### config.mk
export PLATFORM = sky130hd
export DESIGN_NAME = bus_fabric
export DESIGN_NICKNAME = d
export VERILOG_FILES = /design/src/rtl/femto_pkg.sv /design/src/rtl/bus_fabric.sv
export SDC_FILE = /design/constraint.sdc
export NUM_CORES = 1
export LEC_CHECK = 0
export ABC_AREA = 1
export BUFFER_PORTS_ARGS = -buffer_cell sky130_fd_sc_hd__buf_2
export CORE_AREA = 2 2 94 96
export DETAILED_ROUTE_END_ITERATION = 10
export DIE_AREA = 0 0 96 98
export PLACE_DENSITY_LB_ADDON = 0.12
export SLEW_MARGIN = 0
export SYNTH_ARGS = -nofsm -noshare
export SYNTH_HDL_FRONTEND = slang
export SYNTH_SLANG_ARGS = --single-unit
### constraint.sdc
create_clock -name clk -period 1 [get_ports clk]
set_clock_uncertainty 0.05 [all_clocks]
set_input_delay 0.15 -clock clk [delete_from_list [all_inputs] [get_ports clk]]
set_output_delay 0.15 -clock clk [all_outputs]
set_load 0.005 [all_outputs]
### src/rtl/femto_pkg.sv
`default_nettype none

package femto_pkg;

    localparam int xlen = 32;

    // access size of a bus transfer
    typedef enum logic [1:0] {
        acc_byte,
        acc_half,
        acc_word
    } bus_acc_e;

    // request fields shared by every slave
    typedef struct packed {
        logic [xlen-1:0] addr;
        logic            w_rb;
        bus_acc_e        acc;
        logic [xlen-1:0] wdata;
    } bus_req_t;

    // address map
    localparam logic [xlen-1:0] tcm_addr      = 32'h1000_0000;
    localparam logic [xlen-1:0] tcm_sel_mask  = 32'hffff_0000;

    localparam logic [xlen-1:0] gpio_addr     = 32'h2000_0000;
    localparam logic [xlen-1:0] gpio_sel_mask = 32'hffff_f000;

    localparam logic [xlen-1:0] tmr_addr      = 32'h2000_1000;
    localparam logic [xlen-1:0] tmr_sel_mask  = 32'hffff_f000;

    localparam logic [xlen-1:0] rst_addr      = 32'h2000_2000;
    localparam logic [xlen-1:0] rst_sel_mask  = 32'hffff_f000;

    // bit positions in the block reset vector
    typedef enum logic [1:0] {
        rst_tcm  = 2'd0,
        rst_gpio = 2'd1,
        rst_tmr  = 2'd2
    } rst_idx_e;

    localparam int rst_width = 3;

endpackage

`default_nettype wire

### src/rtl/bus_fabric.sv
`timescale 1ns/1ps
`default_nettype none

module bus_fabric (
    input  logic                         clk,
    input  logic                         rst_n,

    input  femto_pkg::bus_req_t          bus_req,
    input  logic                         bus_valid,
    output logic [femto_pkg::xlen-1:0]   bus_rdata,
    output logic                         bus_resp,
    output logic                         fault,

    output logic                         tcm_valid,
    output logic                         gpio_valid,
    output logic                         tmr_valid,
    output logic                         rst_valid,

    input  logic [femto_pkg::xlen-1:0]   tcm_rdata,
    input  logic [femto_pkg::xlen-1:0]   gpio_rdata,
    input  logic [femto_pkg::xlen-1:0]   tmr_rdata,
    input  logic [femto_pkg::xlen-1:0]   rst_rdata,

    input  logic                         tcm_resp,
    input  logic                         gpio_resp,
    input  logic                         tmr_resp,
    input  logic                         rst_resp,

    input  logic                         gpio_fault,
    input  logic                         tmr_fault,
    input  logic                         rst_fault
);
    import femto_pkg::*;

    // one-hot slave select
    typedef struct packed {
        logic tcm;
        logic gpio;
        logic tmr;
        logic rst;
    } slave_sel_t;

    slave_sel_t req_sel;
    slave_sel_t resp_sel;
    logic       misaligned;
    logic       dec_fault;

    always_comb begin
        req_sel.tcm  = (bus_req.addr & tcm_sel_mask)  == tcm_addr;
        req_sel.gpio = (bus_req.addr & gpio_sel_mask) == gpio_addr;
        req_sel.tmr  = (bus_req.addr & tmr_sel_mask)  == tmr_addr;
        req_sel.rst  = (bus_req.addr & rst_sel_mask)  == rst_addr;
    end

    always_comb begin
        case (bus_req.acc)
            acc_half: misaligned = bus_req.addr[0];
            acc_word: misaligned = |bus_req.addr[1:0];
            default:  misaligned = 1'b0;
        endcase
    end

    // no valid goes out on a decode fault
    assign tcm_valid  = bus_valid & req_sel.tcm  & ~misaligned;
    assign gpio_valid = bus_valid & req_sel.gpio & ~misaligned;
    assign tmr_valid  = bus_valid & req_sel.tmr  & ~misaligned;
    assign rst_valid  = bus_valid & req_sel.rst  & ~misaligned;

    always_ff @(posedge clk) begin
        if (!rst_n) begin
            resp_sel  <= '0;
            dec_fault <= 1'b0;
        end else begin
            if (bus_valid) begin
                resp_sel <= misaligned ? slave_sel_t'('0) : req_sel;
            end
            if (bus_valid && (req_sel == '0 || misaligned)) begin
                dec_fault <= 1'b1;
            end
        end
    end

    // rdata follows the slave picked on the request cycle
    always_comb begin
        if (resp_sel.tcm) begin
            bus_rdata = tcm_rdata;
        end else if (resp_sel.gpio) begin
            bus_rdata = gpio_rdata;
        end else if (resp_sel.tmr) begin
            bus_rdata = tmr_rdata;
        end else if (resp_sel.rst) begin
            bus_rdata = rst_rdata;
        end else begin
            bus_rdata = '0;
        end
    end

    assign fault    = dec_fault | gpio_fault | tmr_fault | rst_fault;
    assign bus_resp = ~fault & (tcm_resp | gpio_resp | tmr_resp | rst_resp);

endmodule

`default_nettype wire

Word-level counts from Yosys, hierarchy flattened. Index checks and enable logic that the tools add are counted.

Flip-flop bits (word level): 5. Output and inout port bits: 38. Logic and storage cells: 38.

Eq/ne operators: 6. Muxes and demuxes: 6. Bitwise gates (word level): 17. Reductions and logical operators: 4.

Operators with widths (number): $mux 32 (4); $eq 20x18->1 const B (3); $eq 16x13->1 const B (1); $and 1x1->1 (9); $or 1x1->1 (6); $logic_not 4->1 (1); $mux 4 (1); $eq 2x1->1 const B (1); $eq 2x2->1 const B (1); $not 1->1 (2); $pmux 1 s2 (1); $reduce_or 2->1 (1); $logic_and 1x1->1 (1); $logic_or 1x1->1 (1).

Longest topological paths before layout. Gate-level depths: netlist of run 1.

Depth in word-level cells: 5. Gate-level depth with buffers: 11.

Worst setup path before layout of run 1. OpenSTA, ideal clock, no wires.

Kind: register -> output. Start point: reg resp_sel[1] (netlist name). End point: out bus_rdata[10] (netlist name). Arrival time: 0.967 ns. Data required time: 0.800 ns. Slack: -0.167 ns. Stages on the path, launching flop included: 8. Path through: dfxtp_1 > buf_4 > nor2_8 > buf_6 > nand2_1 > nand2_1 > nand2_1 > a21oi_1.

Word-level cells in the longest chain between the ends: 3.

Ends and longest elaborated chain: start, declared (line bus_fabric.sv:44) `slave_sel_t resp_sel;`; start signal, assigned (line bus_fabric.sv:75) `resp_sel <= misaligned ? slave_sel_t'('0) : req_sel;`; $mux 32 (line bus_fabric.sv:89) `end else if (resp_sel.tmr) begin`; $mux 32 (line bus_fabric.sv:87) `end else if (resp_sel.gpio) begin`; $mux 32 (line bus_fabric.sv:85) `if (resp_sel.tcm) begin`; end, declared (line bus_fabric.sv:10) `output logic [femto_pkg::xlen-1:0] bus_rdata,`.

Every way passes these cells.

Final worst setup path of run 1.
Start point: reg resp_sel[0] (netlist name). End point: out bus_rdata[9] (netlist name).

Word-level cells in the longest chain between the ends: 4.

Ends and longest elaborated chain: $mux 32 (line bus_fabric.sv:91) `end else if (resp_sel.rst) begin`; $mux 32 (line bus_fabric.sv:89); $mux 32 (line bus_fabric.sv:87); $mux 32 (line bus_fabric.sv:85).

Every way passes these cells.

==> results of run 1 <==
==> cells in the final DEF, fill, tap and decap left out, drive strengths merged <==
cell and n:
o21ai 2, a21oi 67, a21o 1, bufbuf 1
nand4 1, or2 1, ha 2, nand2 142
a221oi 1, inv 16, nor3 2, nand3 2
nor2 56, dfxtp 5, buf 220, nor4 1
clkbuf 4, o31ai 1, or4 1
==> per-stage QoR <==
step | hold slack (ps) | cell area [um^2]
finish | 155.5 | 3288
global route | 194.1 | 3288
CTS | 183.3 | 3159
detailed placement | 400.6 | 2922
global placement | 400.4 | 2922
floorplan | 242.6 | 1748
==> worst max-delay path: cells and delay by family, from the launching register on <==
kind | cells | cell delay, ps
compound gates | 1 | 140
simple gates | 4 | 290
buf+inv | 3 | 330
flops | 1 | 340
==> report_power, final <==
part | internal (uW) | total [uW] | switching (uW)
combinational | 297 | 488 | 190
clock | 274 | 374 | 100
sequential | 201 | 202 | 1.59
==> Yosys cell counts <==
library cell and n:
o21ai_0 1, buf_2 11, nand3_2 1, a221oi_1 1
o21ai_1 1, o31ai_1 1, nor3_2 2, or4_1 1
buf_4 1, nand3_1 1, inv_1 15, clkbuf_4 1
nand4_2 1, nand2_2 3, a21oi_1 67, nor2_8 1
buf_6 3, or2_4 1, clkbuf_1 5, ha_1 2
inv_2 1, a21o_2 1, nor2_2 11, nor2_1 43
dfxtp_1 5, nor4_1 1, nor2_4 1, nand2_1 139
==> timing repair <==
action / CTS / global route
endpoints found under the hold margin: 0 / 0
hold buffers: 0 / 0
endpoints found under the setup margin: 40 / 42
gates cloned: 2 / 0
gates resized for setup: 36 / 30
buffers inserted: 3 / 3
pin swaps: 19 / 17
==> flip-flops by register name (all words and copies together) (netlist names) <==
name and flops:
dec_fault 1, resp_sel 4
==> logic make-up after synthesis <==
family,after synthesis
buffers and inverters,37
AND/OR/NAND/NOR,206
adder cells (fa/ha/maj),2
flip-flops,5
AO/OA/AOI/OAI,72
==> worst max path at each step <==
| stage | from | endpoint | slack [ps] | depth (start not counted) |
|---|---|---|---|---|
| finish | resp_sel[0] | bus_rdata[9] | -530 | 8 |
| global route | resp_sel[0] | bus_rdata[9] | -610 | 8 |
| CTS | resp_sel[0] | bus_rdata[9] | -560 | 8 |
| detailed placement | resp_sel[1] | bus_rdata[30] | -430 | 5 |
| global placement | resp_sel[1] | bus_rdata[30] | -390 | 5 |
| floorplan | resp_sel[1] | bus_rdata[10] | -130 | 7 |
==> routing by layer <==
| metal | vias up | global-route usage, % | wire [um] |
|---|---|---|---|
| met3 | 13 | 2.315 | 733 |
| met5 | - | 0 | 0 |
| li1 | 1429 | - | - |
| met1 | 1151 | 18.30 | 3134 |
| met4 | 0 | 4.286 | 153 |
| met2 | 126 | 28.31 | 3785 |
==> area by class of cell <==
type	instances	area share (%)
Multi-Input combinational cell	280	48.14
Tap cell	108	4.110
Sequential cell	5	3.272
Clock buffer	4	1.370
Timing Repair Buffer	221	40.98
Inverter	16	2.131
==> results.py, run 1 <==
metrics = {
    "status": {
        "status": "complete, but fails checks",
        "violations": "negative setup slack",
    },
    "clock_tree": {
        "clk_latency_ps": 220,
        "cts_tree": "built",
        "numCtsBuffers": 3,
        "clk_path_buf_depth": 2,
        "htreeDepth": 1,
        "cts_root_buffer": "clkbuf_8",
        "clock-sinks": 5,
        "clk_pin_slew_ps": 40,
    },
    "cells_and_area": {
        "n_antenna_cell": 0,
        "fin_util_pct": 38.84,
        "drive_gt1_share_pct": 59.32,
        "multiInputGateArea_um2": 1583,
        "n_fill_cell": 969,
        "syn2layout_area_growth_pct": 112.1,
        "nets": 734,
        "stdcell_count": 634,
        "regArea_um2": 107.6,
    },
    "global_route": {
        "antenna_found_initial": 0,
        "grt_pass1_vias": 2588,
        "grt_max_degree": 28,
        "grt_overflow_total": 0,
        "gr-usage-all-layers_pct": 15.48,
        "grt_pass1_wl_um": 11870,
    },
    "sta": {
        "tightestPinTransition_ps": 468.4,
        "fin_crit_sh_pct": 153.0,
        "rsz0062_at_grt": "true",
        "hold_viol_final": 0,
        "fin_setup_tns_ps": -16940,
        "fmax_ghz": 0.6534,
        "fin_ws_ps": -530.5,
        "setup_viol": 40,
        "drv_slew": 0,
        "period_needed_ps": 1530,
        "max-slew-margin-rel_pct": 68.49,
    },
    "critical_path": {
        "worstReg2RegStart": "resp_sel[1]",
        "critPathMaxFanout": 15,
        "crit_path_top_delay_cell": "dfxtp_2",
        "timing.rr.end": "resp_sel[1]",
        "ff2ff_path_depth": 3,
        "arrival_ps": 1330,
        "crit_chain": "inv_4, nor2_8, buf_12, nand2_1, nand2_1, nand2_1, a21oi_2, buf_2",
        "crit_required_ps": 800,
        "critPathKind": "reg2out",
        "cp-end-kind": "output port",
        "r2r_slack_ps": 110,
        "slowest_delay_ps": 340,
        "crit_top_cell": "nand2_1",
        "start_kind": "flop",
    },
    "yosys": {
        "synthesis.nets": 529,
        "yosysTopAreaCell": "nand2_1",
        "synth_top_family_by_area": "simple AND/OR/NAND/NOR gates",
        "synth_top_area_share_pct": 33.66,
        "yosys_warnings": 0,
        "syn_area_um2": 1550,
        "synth-seq-cells": 5,
        "synthCells": 322,
        "synth_seq_area_share_pct": 6.457,
        "synth_cell_types": 28,
        "syn_area_per_cell_um2": 4.814,
        "synthMuxAreaShare_pct": 0,
        "yosys-top-cells-area": "nand2_1 (34%), a21oi_1 (22%), nor2_1 (10%), dfxtp_1 (6.5%), nor2_2 (4.4%)",
        "synthXorXnorAreaFrac_pct": 0,
        "synthAdderAreaFrac_pct": 1.614,
        "synthSimpleGateAreaFrac_pct": 56.26,
        "synth_compound_area_share_pct": 23.89,
    },
    "placement": {
        "gp_congestion": 0.7972,
        "pre_cts_slack_ps": -429.9,
        "dp_cells": 623,
        "io_buffers": 199,
        "dp_hpwl_um": 6276,
    },
    "die": {
        "io_pins": 243,
        "rows": 34,
        "die_w_um": 96,
        "dieArea_um2": 9408,
        "core_area_um2": 8466,
        "start_util_pct": 18.31,
        "die_h_um": 98,
    },
    "detailed_routing": {
        "drt-initial-drc-count": 62,
        "drcViolationCount": 0,
        "num_vias": 2719,
        "wirelength_um": 7807,
        "wire_per_inst_um": 12.31,
        "ant_nets": 0,
        "first_pass_iters": 4,
        "viasPerCell": 4.289,
    },
    "power": {
        "power_density_nw_per_um2": 323.6,
        "power_uw": 1064,
        "irDropWorstVdd_uv": 249.6,
        "leakagePower_uw": 0.001760,
    },
    "flow_run": {
        "cap_violations": 0,
    },
    "min_path": {
        "whs_endpoint": "resp_sel[1]",
        "min_from": "rst_n",
        "holdPathStages": 3,
        "hold_class": "in2reg",
    },
}
No activity file was read; power rests on OpenSTA's default activity.
==> run 2, diff against run 1 <==
--- a/config.mk
+++ b/config.mk
@@ -6,10 +6,10 @@
 export NUM_CORES = 1
 export LEC_CHECK = 0
 export ABC_AREA = 1
-export BUFFER_PORTS_ARGS = -buffer_cell sky130_fd_sc_hd__buf_2
 export CORE_AREA = 2 2 94 96
 export DETAILED_ROUTE_END_ITERATION = 10
 export DIE_AREA = 0 0 96 98
+export DONT_BUFFER_PORTS = 1
 export PLACE_DENSITY_LB_ADDON = 0.12
 export SLEW_MARGIN = 0
 export SYNTH_ARGS = -nofsm -noshare
==> run 2 against run 1 <==
Effect of this change: the flow still finishes with violations (negative setup slack); utilization shrank 13 points; sequential power about the same; register-to-register slack about the same; setup slack improved by 91 ps; global-route usage down 2.9 points; design area fell by 34%; total power fell by 34%; sequential cell count is the same; die area is the same; combinational power down 74%; largest power group is now clock.
==> results.py, run 2 (same netlist as run 1, synthesis figures left out) <==
metrics = {
    "status": {
        "status": "complete, but fails checks",
        "violations": "negative setup slack",
    },
    "die": {
        "io_pins": 243,
        "dieArea_um2": 9408,
        "die_h_um": 98,
        "start_util_pct": 18.31,
        "die_w_um": 96,
        "rows": 34,
        "core_area_um2": 8466,
    },
    "power": {
        "leakagePower_uw": 0.0008566,
        "irDropWorstVdd_uv": 273.2,
        "power_density_nw_per_um2": 322.2,
    },
    "cells_and_area": {
        "stdcell_count": 434,
        "regMostFlops": "resp_sel",
        "syn2layout_area_growth_pct": 40.44,
        "n_antenna_cell": 0,
        "n_fill_cell": 1006,
        "final_area_um2": 2177,
        "layout_commonest_cell": "nand2_1",
        "largest_reg_flops": 4,
        "drive_gt1_share_pct": 34.66,
        "nets": 534,
        "final_cell_mix": "nand2_1 (120), nor2_1 (38), a21oi_1 (36)",
        "reg_top3": "resp_sel x4, dec_fault x1",
    },
    "global_route": {
        "grt_overflow_total": 0,
        "antenna_found_initial": 0,
        "grt_max_degree": 35,
        "grt_pass1_wl_um": 9404,
        "gr-usage-all-layers_pct": 12.61,
        "grt_pass1_vias": 1979,
    },
    "clock_tree": {
        "clk_path_buf_depth": 2,
        "clk_pin_slew_ps": 30,
        "cts_root_buffer": "clkbuf_8",
        "clk_latency_ps": 220,
        "clock-sinks": 5,
        "cts_tree": "built",
        "numCtsBuffers": 3,
        "cts_hold_buf": 0,
        "htreeDepth": 1,
    },
    "sta": {
        "setup_viol": 38,
        "fin_ws_ps": -439.7,
        "drv_slew": 0,
        "period_needed_ps": 1440,
        "fin_crit_sh_pct": 144.0,
        "rsz0062_at_grt": "true",
        "max-slew-margin-rel_pct": 68.71,
        "whs_ps": 35.17,
        "fmax_ghz": 0.6946,
        "tightestPinTransition_ps": 465.1,
        "fin_setup_tns_ps": -13900,
        "hold_viol_final": 0,
    },
    "critical_path": {
        "start_kind": "flop",
        "arrival_ps": 1240,
        "r2r_slack_ps": 100,
        "crit_required_ps": 800,
        "critPathMaxFanout": 8,
        "critPathKind": "reg2out",
        "cp-end-kind": "output port",
    },
    "flow_run": {
        "cap_violations": 0,
    },
    "placement": {
        "gp_congestion": 0.6976,
        "io_buffers": 0,
        "dpl_cell_area_um2": 1928,
        "dp_cells": 426,
        "dp_hpwl_um": 5449,
    },
    "detailed_routing": {
        "viasPerCell": 4.705,
        "wirelength_um": 6476,
        "drcViolationCount": 0,
        "first_pass_iters": 4,
        "wire_per_inst_um": 14.92,
        "drt-initial-drc-count": 60,
        "ant_nets": 0,
        "num_vias": 2042,
    },
    "min_path": {
        "hold_class": "in2reg",
    },
}
run 2: changes by cell type in the layout (fill, tap and decap cells not counted), sizes merged:
cell / change
bufbuf: -1
buf: -199
run 2: per-stage QoR:
| stage | utilization, % | power, uW | setup slack [ps] |
|---|---|---|---|
| after floorplan | - | 290.6 | -129.2 |
| final | 25.72 | 701.4 | -439.7 |
| after detailed placement | 22.78 | 303.2 | -292.4 |
| after global placement | 22.78 | 301.6 | -267.3 |
| after CTS | 24.98 | 702.8 | -450.4 |
| after global routing | 25.72 | 738.9 | -542.2 |
run 2: cell type report:
class	instances	area [um^2]	share of cell area [%]
Inverter	16	77.57	3.563
Sequential cell	5	102.6	4.713
Timing Repair Buffer	21	237.7	10.92
Tap cell	108	135.1	6.207
Multi-Input combinational cell	280	1579	72.53
Clock buffer	4	45.04	2.069
run 2: worst max-delay path: stages, from the launching register on:
cell	delay, ps
dfxtp_2	340
inv_4	50
nor2_8	130
buf_6	160
nand2_2	60
nand2_2	60
nand2_2	40
a21oi_2	160
run 2: report_power, final:
| part | total, uW | internal (uW) | switching [uW] |
|---|---|---|---|
| clock | 368 | 273 | 94.8 |
| sequential | 205 | 204 | 1.49 |
| combinational | 128 | 63.0 | 65.3 |
| total | 701 | 540 | 162 |
run 2: metal layers:
| layer | share of wire (%) | vias to the layer above | GRT usage [%] | routed length (um) |
|---|---|---|---|---|
| li1 | - | 1026 | - | - |
| met1 | 36 | 897 | 13.08 | 2340 |
| met2 | 53 | 115 | 25.43 | 3439 |
| met3 | 10 | 4 | 2.083 | 652 |
| met4 | 0.68 | 0 | 2.637 | 44 |
| met5 | 0 | - | 0 | 0 |
run 2: path summary, 6_finish.rpt:
check        depth (start not counted)        start       endpoint
max                                  7  resp_sel[0]  bus_rdata[18]
max reg2reg                          3  resp_sel[1]    resp_sel[1]
min                                  2    bus_valid      dec_fault
min reg2reg                          2    dec_fault      dec_fault
run 2: repair_timing:
action | in CTS | in global routing
endpoints found under the setup margin | 39 | 40
resized for setup | 30 | 21
pin swaps | 13 | 13
setup buffers | 4 | 0
==> run 3, diff against run 2 <==
--- a/config.mk
+++ b/config.mk
@@ -11,7 +11,8 @@
 export DIE_AREA = 0 0 96 98
 export DONT_BUFFER_PORTS = 1
 export PLACE_DENSITY_LB_ADDON = 0.12
-export SLEW_MARGIN = 0
+export REMOVE_ABC_BUFFERS = 1
+export SLEW_MARGIN = 25
 export SYNTH_ARGS = -nofsm -noshare
 export SYNTH_HDL_FRONTEND = slang
 export SYNTH_SLANG_ARGS = --single-unit
==> run 3 against run 2 <==
Effect of this change: the run still ends with negative setup slack left; first-iteration DRC count is 33% lower; sequential share of layout area rose by 0.10 points; setup slack improved by 16 ps; routed wire length shrank 4.9%; critical endpoint is now bus_rdata[30].
==> results.py, run 3 (same netlist as run 1, synthesis figures left out) <==
metrics = {
    "clock_tree": {
        "cts_tree": "built",
        "clock-sinks": 5,
        "clk_path_buf_depth": 2,
        "htreeDepth": 1,
        "numCtsBuffers": 3,
        "clk_latency_ps": 220,
        "cts_root_buffer": "clkbuf_8",
        "clk_pin_slew_ps": 40,
    },
    "global_route": {
        "grt_overflow_total": 0,
        "grt_pass1_wl_um": 8556,
        "grt_max_degree": 35,
        "antenna_found_initial": 0,
        "gr-usage-all-layers_pct": 11.53,
        "grt_pass1_vias": 1866,
    },
    "critical_path": {
        "critPathMaxFanout": 17,
        "critPathKind": "reg2out",
        "crit_path_top_delay_cell": "dfxtp_2",
        "crit_required_ps": 800,
        "crit_chain": "nor2_8, buf_12, a221oi_1, o31ai_2",
        "start_kind": "flop",
        "slowest_delay_ps": 400,
        "arrival_ps": 1220,
        "cp-end-kind": "output port",
        "ff2ff_path_depth": 3,
    },
    "cells_and_area": {
        "drive_gt1_share_pct": 31.17,
        "largest_reg_flops": 4,
        "stdcell_count": 432,
        "syn2layout_area_growth_pct": 39.06,
        "nets": 532,
        "n_fill_cell": 996,
        "regMostFlops": "resp_sel",
        "n_antenna_cell": 0,
        "final_cell_mix": "nand2_1 (132), nor2_1 (38), a21oi_1 (36)",
        "final_area_um2": 2156,
        "reg_top3": "resp_sel x4, dec_fault x1",
        "layout_commonest_cell": "nand2_1",
    },
    "status": {
        "status": "complete, but fails checks",
        "violations": "negative setup slack",
    },
    "min_path": {
        "hold_class": "in2reg",
        "holdPathStages": 2,
    },
    "sta": {
        "rsz0062_at_grt": "true",
        "fmax_ghz": 0.7026,
        "period_needed_ps": 1423,
        "hold_viol_final": 0,
        "drv_slew": 0,
        "fin_setup_tns_ps": -12500,
        "fin_ws_ps": -423.3,
        "setup_viol": 36,
        "fin_crit_sh_pct": 142.3,
        "max-slew-margin-rel_pct": 69.00,
        "tightestPinTransition_ps": 460.7,
    },
    "power": {
        "power_uw": 703.0,
        "power_frac_comb_pct": 17.7,
        "p_clk_share_pct": 53.0,
        "switching_share_pct": 23.56,
        "p_seq_share_pct": 29.2,
        "irDropWorstVdd_uv": 208.7,
        "power.net_switching_uw": 165.6,
        "power_density_nw_per_um2": 326.1,
        "leakagePower_uw": 0.0008415,
        "p_int_uw": 537.4,
    },
    "flow_run": {
        "cap_violations": 0,
    },
    "die": {
        "dieArea_um2": 9408,
        "rows": 34,
        "start_util_pct": 18.31,
        "die_w_um": 96,
        "die_h_um": 98,
        "io_pins": 243,
        "core_area_um2": 8466,
    },
    "placement": {
        "dpl_cell_area_um2": 1740,
        "gp_congestion": 0.6735,
        "dp_hpwl_um": 5053,
        "pre_cts_slack_ps": -361.1,
        "dp_cells": 426,
        "io_buffers": 0,
    },
    "detailed_routing": {
        "drt-initial-drc-count": 40,
        "drcViolationCount": 0,
        "wire_per_inst_um": 14.25,
        "ant_nets": 0,
        "num_vias": 2025,
        "first_pass_iters": 6,
        "wirelength_um": 6156,
        "viasPerCell": 4.688,
    },
}
-- run 3: changes by cell type in the layout (fill, tap and decap cells not counted), sizes merged --
| cell | delta |
|---|---|
| inv | -1 |
| clkinv | +1 |
| buf | -2 |
-- run 3: worst paths after layout --
check	startpoint	endpoint	slack, ps
worst max-delay path	resp_sel[1]	bus_rdata[30]	-420
worst min-delay path	bus_valid	dec_fault	30
worst max register to register	resp_sel[2]	resp_sel[2]	90
worst min register to register	dec_fault	dec_fault	400
-- run 3: worst max-delay path: cells and delay by family, from the launching register on --
kind / cells / cell delay [ps]
DFF: 1 / 400
AOI/OAI and AO/OA: 2 / 390
buffers and inverters: 1 / 150
and+or+nand+nor: 1 / 70
-- run 3: area by class of cell --
cell class	instances	area [um^2]	share of cell area (%)
Clock buffer	4	45.04	2.089
Inverter	16	77.57	3.598
Multi-Input combinational cell	280	1562	72.43
Sequential cell	5	103.9	4.817
Tap cell	108	135.1	6.268
Timing Repair Buffer	19	232.7	10.80
-- run 3: routing by layer --
metal	share of wire [%]	GRT usage, %	vias to the layer above	wire length (um)
li1	-	-	1025	-
met1	39	12.79	879	2411
met2	52	22.60	117	3208
met3	7.8	1.157	4	481
met4	0.89	2.857	0	55
met5	0	0	-	0
-- run 3: what timing repair did --
action | CTS | global route
setup buffers | 2 | 0
pin swaps | 11 | 15
endpoints found under the setup margin | 38 | 38
hold buffers | 0 | 0
gates resized for setup | 67 | 26
hold endpoints to repair | 0 | 0
-- run 3: power groups by stage --
stage | Combinational [uW] | Clock, uW | Sequential [uW]
after floorplan | 63.9 | 0 | 207
after global placement | 73.1 | 0 | 208
after detailed placement | 74.9 | 0 | 208
after CTS | 108 | 388 | 206
after global routing | 137 | 406 | 206
final | 125 | 373 | 206
-- run 3: per-stage QoR --
step,util [%],hold WS [ps]
after floorplan,-,242.6
after global placement,20.56,255.4
after detailed placement,20.56,261.3
after CTS,24.33,21.21
after global routing,25.47,48.58
final,25.47,27.16
